==> src/rtl/aluPipePkg.sv <==
package aluPipePkg;

    // operation select shared by decode and the ALU stage
    typedef enum logic [3:0] {
        aluAdd,
        aluSub,
        aluAnd,
        aluOr,
        aluXor,
        aluNor,
        aluSlt,
        aluSll,
        aluSrl,
        aluSll16,
        aluBad
    } aluOpE;

    typedef struct packed {
        logic [5:0] opcode;
        logic [4:0] rs;
        logic [4:0] rt;
        logic [4:0] rd;
        logic [4:0] shamt;
        logic [5:0] funct;
    } rTypeS;

    typedef struct packed {
        logic [5:0]  opcode;
        logic [4:0]  rs;
        logic [4:0]  rt;
        logic [15:0] imm;
    } iTypeS;

    // one instruction word, viewed by format
    typedef union packed {
        rTypeS r;
        iTypeS i;
    } instrU;

    localparam logic [5:0] opR    = 6'h00;
    localparam logic [5:0] opAddi = 6'h08;
    localparam logic [5:0] opSlti = 6'h0A;
    localparam logic [5:0] opAndi = 6'h0C;
    localparam logic [5:0] opOri  = 6'h0D;
    localparam logic [5:0] opXori = 6'h0E;
    localparam logic [5:0] opLui  = 6'h0F;

    // funct field, R-type only
    localparam logic [5:0] fnSllv = 6'h04;
    localparam logic [5:0] fnSrlv = 6'h06;
    localparam logic [5:0] fnAdd  = 6'h20;
    localparam logic [5:0] fnSub  = 6'h22;
    localparam logic [5:0] fnAnd  = 6'h24;
    localparam logic [5:0] fnOr   = 6'h25;
    localparam logic [5:0] fnXor  = 6'h26;
    localparam logic [5:0] fnNor  = 6'h27;
    localparam logic [5:0] fnSlt  = 6'h2A;

endpackage

==> src/rtl/regFile.sv <==
module regFile (
    input  logic        clk,
    input  logic        rstN,
    input  logic [4:0]  rdAddrA,
    input  logic [4:0]  rdAddrB,
    output logic [31:0] rdDataA,
    output logic [31:0] rdDataB,
    input  logic        wrEn,
    input  logic [4:0]  wrAddr,
    input  logic [31:0] wrData
);

    logic [31:0] regs [32];

    always_ff @(posedge clk or negedge rstN) begin
        if (!rstN) begin
            for (int i = 0; i < 32; i++) begin
                regs[i] <= 32'd0;
            end
        end else if (wrEn && wrAddr != 5'd0) begin
            regs[wrAddr] <= wrData;
        end
    end

    // r0 is hardwired
    assign rdDataA = (rdAddrA == 5'd0) ? 32'd0 : regs[rdAddrA];
    assign rdDataB = (rdAddrB == 5'd0) ? 32'd0 : regs[rdAddrB];

endmodule

==> src/rtl/instrDecode.sv <==
module instrDecode (
    input  logic              clk,
    input  logic              rstN,
    input  logic              instrValid,
    input  aluPipePkg::instrU instr,
    output logic [4:0]        rdAddrA,
    output logic [4:0]        rdAddrB,
    input  logic [31:0]       rdDataA,
    input  logic [31:0]       rdDataB,
    input  logic              exValid,
    input  logic [4:0]        exDest,
    input  logic [31:0]       exResult,
    input  logic              wbValid,
    input  logic [4:0]        wbDest,
    input  logic [31:0]       wbResult,
    output logic              decValid,
    output aluPipePkg::aluOpE decOp,
    output logic [31:0]       decLeft,
    output logic [31:0]       decRight,
    output logic [4:0]        decDest
);
    import aluPipePkg::*;

    aluOpE       op;
    logic        isRType;
    logic [4:0]  rs;
    logic [4:0]  rt;
    logic [4:0]  dest;
    logic [31:0] immSext;
    logic [31:0] immZext;
    logic [31:0] srcA;
    logic [31:0] srcB;
    logic [31:0] right;

    assign isRType = (instr.r.opcode == opR);
    assign rs      = instr.i.rs;
    assign rt      = instr.i.rt;
    assign dest    = isRType ? instr.r.rd : instr.i.rt;
    assign immSext = {{16{instr.i.imm[15]}}, instr.i.imm};
    assign immZext = {16'h0000, instr.i.imm};

    assign rdAddrA = rs;
    assign rdAddrB = rt;

    // stage 2 result is newer than writeback, so it wins
    assign srcA = (rs != 5'd0 && exValid && exDest == rs) ? exResult :
                  (rs != 5'd0 && wbValid && wbDest == rs) ? wbResult : rdDataA;
    assign srcB = (rt != 5'd0 && exValid && exDest == rt) ? exResult :
                  (rt != 5'd0 && wbValid && wbDest == rt) ? wbResult : rdDataB;

    always_comb begin
        op    = aluBad;
        right = immZext;
        if (isRType) begin
            right = srcB;
            case (instr.r.funct)
                fnAdd:   op = aluAdd;
                fnSub:   op = aluSub;
                fnAnd:   op = aluAnd;
                fnOr:    op = aluOr;
                fnXor:   op = aluXor;
                fnNor:   op = aluNor;
                fnSlt:   op = aluSlt;
                fnSllv:  op = aluSll;
                fnSrlv:  op = aluSrl;
                default: op = aluBad;
            endcase
        end else begin
            case (instr.i.opcode)
                opAddi: begin
                    op    = aluAdd;
                    right = immSext;
                end
                opSlti: begin
                    op    = aluSlt;
                    right = immSext;
                end
                opAndi:  op = aluAnd;
                opOri:   op = aluOr;
                opXori:  op = aluXor;
                opLui:   op = aluSll16;
                default: op = aluBad;
            endcase
        end
    end

    always_ff @(posedge clk or negedge rstN) begin
        if (!rstN) begin
            decValid <= 1'b0;
            decOp    <= aluAdd;
            decLeft  <= 32'd0;
            decRight <= 32'd0;
            decDest  <= 5'd0;
        end else begin
            decValid <= instrValid;
            decOp    <= op;
            decLeft  <= srcA;
            decRight <= right;
            decDest  <= dest;
        end
    end

endmodule

==> src/rtl/alu32b.sv <==
module alu32b (
    input  logic              clk,
    input  logic              rstN,
    input  logic              decValid,
    input  aluPipePkg::aluOpE decOp,
    input  logic [31:0]       decLeft,
    input  logic [31:0]       decRight,
    input  logic [4:0]        decDest,
    output logic [31:0]       exResult,
    output logic              resultValid,
    output logic [31:0]       result,
    output logic [4:0]        resultDest,
    output logic              zero
);
    import aluPipePkg::*;

    logic [31:0] sum;
    logic [31:0] diff;

    assign sum  = decLeft + decRight;
    assign diff = decLeft - decRight;

    // shift amount comes from the left operand, rt is shifted
    always_comb begin
        case (decOp)
            aluAdd:   exResult = sum;
            aluSub:   exResult = diff;
            aluAnd:   exResult = decLeft & decRight;
            aluOr:    exResult = decLeft | decRight;
            aluXor:   exResult = decLeft ^ decRight;
            aluNor:   exResult = ~(decLeft | decRight);
            aluSlt:   exResult = {31'd0, diff[31]};
            aluSll:   exResult = decRight << decLeft[4:0];
            aluSrl:   exResult = decRight >> decLeft[4:0];
            aluSll16: exResult = decRight << 16;
            default:  exResult = 32'd0;
        endcase
    end

    always_ff @(posedge clk or negedge rstN) begin
        if (!rstN) begin
            resultValid <= 1'b0;
            result      <= 32'd0;
            resultDest  <= 5'd0;
        end else begin
            resultValid <= decValid;
            result      <= exResult;
            resultDest  <= decDest;
        end
    end

    assign zero = (result == 32'd0);

endmodule

==> src/rtl/aluPipeTop.sv <==
module aluPipeTop (
    input  logic              clk,
    input  logic              rstN,
    input  logic              instrValid,
    input  aluPipePkg::instrU instr,
    output logic              resultValid,
    output logic [31:0]       result,
    output logic [4:0]        resultDest,
    output logic              zero
);
    import aluPipePkg::*;

    logic        decValid;
    aluOpE       decOp;
    logic [31:0] decLeft;
    logic [31:0] decRight;
    logic [4:0]  decDest;
    logic [31:0] exResult;
    logic [4:0]  rdAddrA;
    logic [4:0]  rdAddrB;
    logic [31:0] rdDataA;
    logic [31:0] rdDataB;

    instrDecode decode (
        .clk        (clk),
        .rstN       (rstN),
        .instrValid (instrValid),
        .instr      (instr),
        .rdAddrA    (rdAddrA),
        .rdAddrB    (rdAddrB),
        .rdDataA    (rdDataA),
        .rdDataB    (rdDataB),
        .exValid    (decValid),
        .exDest     (decDest),
        .exResult   (exResult),
        .wbValid    (resultValid),
        .wbDest     (resultDest),
        .wbResult   (result),
        .decValid   (decValid),
        .decOp      (decOp),
        .decLeft    (decLeft),
        .decRight   (decRight),
        .decDest    (decDest)
    );

    alu32b alu (
        .clk         (clk),
        .rstN        (rstN),
        .decValid    (decValid),
        .decOp       (decOp),
        .decLeft     (decLeft),
        .decRight    (decRight),
        .decDest     (decDest),
        .exResult    (exResult),
        .resultValid (resultValid),
        .result      (result),
        .resultDest  (resultDest),
        .zero        (zero)
    );

    // writeback straight from the ALU output register
    regFile regs (
        .clk     (clk),
        .rstN    (rstN),
        .rdAddrA (rdAddrA),
        .rdAddrB (rdAddrB),
        .rdDataA (rdDataA),
        .rdDataB (rdDataB),
        .wrEn    (resultValid),
        .wrAddr  (resultDest),
        .wrData  (result)
    );

endmodule

==> config.mk <==
export PLATFORM = sky130hd
export DESIGN_NAME = aluPipeTop
export DESIGN_NICKNAME = d
export VERILOG_FILES = /design/src/rtl/aluPipePkg.sv /design/src/rtl/regFile.sv /design/src/rtl/instrDecode.sv /design/src/rtl/alu32b.sv /design/src/rtl/aluPipeTop.sv
export SDC_FILE = /design/constraint.sdc
export NUM_CORES = 2
export LEC_CHECK = 0
export BUFFER_PORTS_ARGS = -buffer_cell sky130_fd_sc_hd__buf_2
export CORE_ASPECT_RATIO = 1.75
export CORE_MARGIN = 3
export CORE_UTILIZATION = 35
export DETAILED_ROUTE_END_ITERATION = 10
export PLACE_DENSITY = 0.52
export SLEW_MARGIN = 20
export SYNTH_ARGS = -nofsm -noshare
export SYNTH_HDL_FRONTEND = slang
export SYNTH_SLANG_ARGS = --single-unit
==> constraint.sdc <==
create_clock -name clk -period 8.9 [get_ports clk]
set_input_delay 0.89 -clock clk [delete_from_list [all_inputs] [get_ports clk]]
set_output_delay 0.89 -clock clk [all_outputs]
set_load 0.1 [all_outputs]
==> impl_metrics.json <==
{
  "intPower_mw": 10.0,
  "layout.nets": 4997,
  "finish.instance_area_sq_um": 75100,
  "core_area_sq_um": 193000,
  "critical_path_class": "flip-flop to flip-flop",
  "crit_fanout": 54,
  "first_pass_iters": 6,
  "fillers": 18100,
  "cts_resized": 0,
  "grt_max_degree": 188,
  "slew-limit-headroom": 0.146,
  "cts.reportedPaths.clkPinSlew_ns": 0.07,
  "first_global_vias": 49600,
  "p_clk_frac": 0.330,
  "share_of_cells_above_drive_strength_1": 0.445,
  "critPathLaunchType": "flip-flop",
  "route.antenna.remaining_nets": 0,
  "synth_nets": 5194,
  "htreeDepth": 3,
  "outcome": "finished, final reports clean",
  "setup_total_negative_slack_ns": 0,
  "finalWeightedCongestion": 1.05,
  "drt_drc_violations_left": 0,
  "die_height_microns": 590,
  "most_used_standard_cell_by_instance_count_after_synthesis": "dfrtp_1",
  "synth-edff-count": 0,
  "worst_r2r_endpoint": "decode.decLeft[30]",
  "tritoncts": "yes",
  "totalWireLength_microns": 260000,
  "floorplan.die_area_sq_um": 201000,
  "end_kind": "flip-flop",
  "cts_sinks": 1136,
  "antenna_found_initial": 7,
  "power.ir.vdd_worst_mv": 0.174,
  "worstPathArrival_ns": 6.15,
  "area_growth_synth_to_finish_pct": 9.88,
  "clock-skew-final_ns": 0.0684,
  "wire_length_of_the_first_global_routing_pass_microns": 373000,
  "crit_end": "decode.decLeft[30]",
  "synthTopCellsByArea": "dfrtp_1, mux4_2, mux2_2",
  "syn_area_sq_um": 68300,
  "synth_top_cell_area_share": 0.416,
  "postCtsSetupBuffers": 0,
  "final_min_period_over_clock_period": 0.624,
  "layout_min_cycle_time_ns": 5.56,
  "ios": 74,
  "sequential_cell_area_sq_um": 28400,
  "r2r_cells": 12,
  "worst_setup_path_startpoint": "decode.decLeft[0]",
  "routed-via-count": 47100,
  "synth_largest_area_cell": "dfrtp_1",
  "power_switching_share": 0.324,
  "io_buffers": 73,
  "asyncSetResetFlopFracSynth": 1.00,
  "power.sequential.fraction": 0.426,
  "timing.fmax_mhz": 180,
  "netlist_instances": 5052,
  "r2r_setup_slack_ns": 3.34,
  "ys_types": 90,
  "total_leakage_power_nw": 32.7,
  "rr_startpoint": "decode.decLeft[0]",
  "post_placement_cell_area_sq_um": 71400,
  "synthTopCellsByCount": "dfrtp_1, mux2_2, mux4_2",
  "dp_worst_setup_slack_ns": 3.67,
  "drtIter0Drc": 4013,
  "critPathRequiredTime_ns": 9.49,
  "gr-usage-all-layers": 0.256,
  "netSwitchingPower_mw": 4.78,
  "final-setup-viol-count": 0,
  "worst_pin_slew_ns": 1.27,
  "hold_viol": 0,
  "report.final.slew_viol_count": 0,
  "detailedPlacementHpwl_microns": 167000,
  "min_path_type": "input port to async pin",
  "initial_standard_cell_utilization_of_the_core": 0.354,
  "die_width_microns": 340,
  "yosys_warnings": 0,
  "globalRouteOverflowTotal": 0,
  "routed_via_density": 6.26,
  "setup_ws_ns": 3.34,
  "grt_setup_unrepaired": "no",
  "root_buffer": "clkbuf_16",
  "pwr-share-comb": 0.245,
  "clockBufferDepth": 3,
  "average_size_of_a_mapped_cell_sq_um": 13.5,
  "ys_dominant_reg_cell": "dfrtp_1",
  "drv.max_cap_violation_count": 0,
  "power_density_nw_per_um2": 197,
  "cts_hold_buf": 0,
  "cts_made_buffers": 107,
  "wl_per_cell_microns": 34.6,
  "synth.ff_latch_count": 1136,
  "row_count": 213,
  "clock_latency_ns": 0.77,
  "multi_input_comb_area_sq_um": 37600,
  "synth.yosys.seq_area_share": 0.416
}
## metal layers
layer	routed length [microns]	global-route usage	vias up
met4	16400	0.137	2
met2	131000	0.444	1782
li1	-	-	19100
met1	99400	0.310	25600
met3	13400	0.0326	659
met5	13	0	-
## layout make-up
class	count	area share
Timing Repair Buffer	226	0.0224
Clock buffer	152	0.0403
Sequential cell	1136	0.379
Clock inverter	42	0.00830
Inverter	128	0.00640
Antenna cell	3	0.000100
Multi-Input combinational cell	3256	0.501
Tap cell	2580	0.0430
## worst max-delay path, stage by stage, from the launching register on
cell and delay [ns]:
dfrtp_4 1.00, inv_2 0.42, ha_1 0.34, fa_1 0.42
o21bai_1 0.37, nand2_1 0.14, a311oi_1 0.90, o41a_1 0.52
a311oi_1 0.25, o31ai_1 0.28, a21oi_1 0.12, nor2_1 0.47
a21oi_1 0.13
## cell usage in the layout, fill, tap and decap left out, types with 21 or more instances in the layout
master / Yosys / routed
a211oi_1: 47 / 46
a21o_1: 32 / 32
a21oi_1: 166 / 166
a221oi_1: 39 / 39
a22oi_1: 29 / 29
a31oi_1: 23 / 23
buf_2: 86 / 63
buf_4: 5 / 148
clkbuf_1: 348 / 27
clkbuf_16: 0 / 107
dfrtp_1: 1136 / 1124
ha_1: 105 / 105
inv_1: 124 / 124
mux2_2: 1045 / 1045
mux2i_1: 111 / 110
mux4_2: 678 / 678
nand2_1: 182 / 171
nand3_1: 37 / 35
nor2_1: 179 / 166
nor2b_1: 26 / 23
nor3_1: 33 / 31
o211ai_1: 21 / 21
o21ai_0: 119 / 118
o22ai_1: 40 / 40
## cells by family (layout without fill, tap and decap cells)
group,count (synthesis),count (layout),synth area share
other,0,3,0
xor gates and xnor gates,22,22,0.00282
DFF,1136,1136,0.416
muxes,1835,1835,0.412
adders and majority gates,107,107,0.0198
AOI/OAI and AO/OA,707,707,0.0706
buffers and inverters,660,548,0.0386
and+or+nand+nor,585,585,0.0400
## metrics by stage
| stage | std cells | util | hold slack (ns) | power [mW] |
|---|---|---|---|---|
| floorplan | 5052 | - | 0.373 | 8.69 |
| global placement | 7324 | 0.369 | 0.377 | 9.90 |
| finish | 7523 | 0.389 | 0.110 | 14.8 |
| detailed placement | 7325 | 0.369 | 0.383 | 9.96 |
| global route | 7523 | 0.389 | 0.175 | 15.4 |
| CTS | 7519 | 0.388 | 0.158 | 14.9 |
## sequential cells by signal (all words and copies together), names as in the netlist, 4 cells and up
name	count
alu.resultDest	5
decode.decLeft	32
decode.decRight	32
regs.regs	1024
decode.decOp	4
alu.result	32
decode.decDest	5
## power by group through the flow
stage          Sequential, mW  Clock [mW]  Combinational [mW]
6_report                 6.29        4.87                3.61
5_1_grt                  6.36        5.18                3.82
4_1_cts                  6.27        5.00                3.59
3_5_place_dp             6.37           0                3.58
3_3_place_gp             6.34           0                3.56
2_1_floorplan            6.36           0                2.33
## how the worst min path moves through the flow
stage	start	endpoint	slack, ns
after detailed placement	regs.regs[1009]	regs.regs[1009]	0.38
after global routing	rstN	regs.regs[530]	0.18
after global placement	regs.regs[1008]	regs.regs[1008]	0.38
after floorplan	decode.decValid	alu.resultValid	0.37
final	rstN	regs.regs[594]	0.11
after CTS	rstN	regs.regs[594]	0.16
Power figures use the tool's default switching activity.
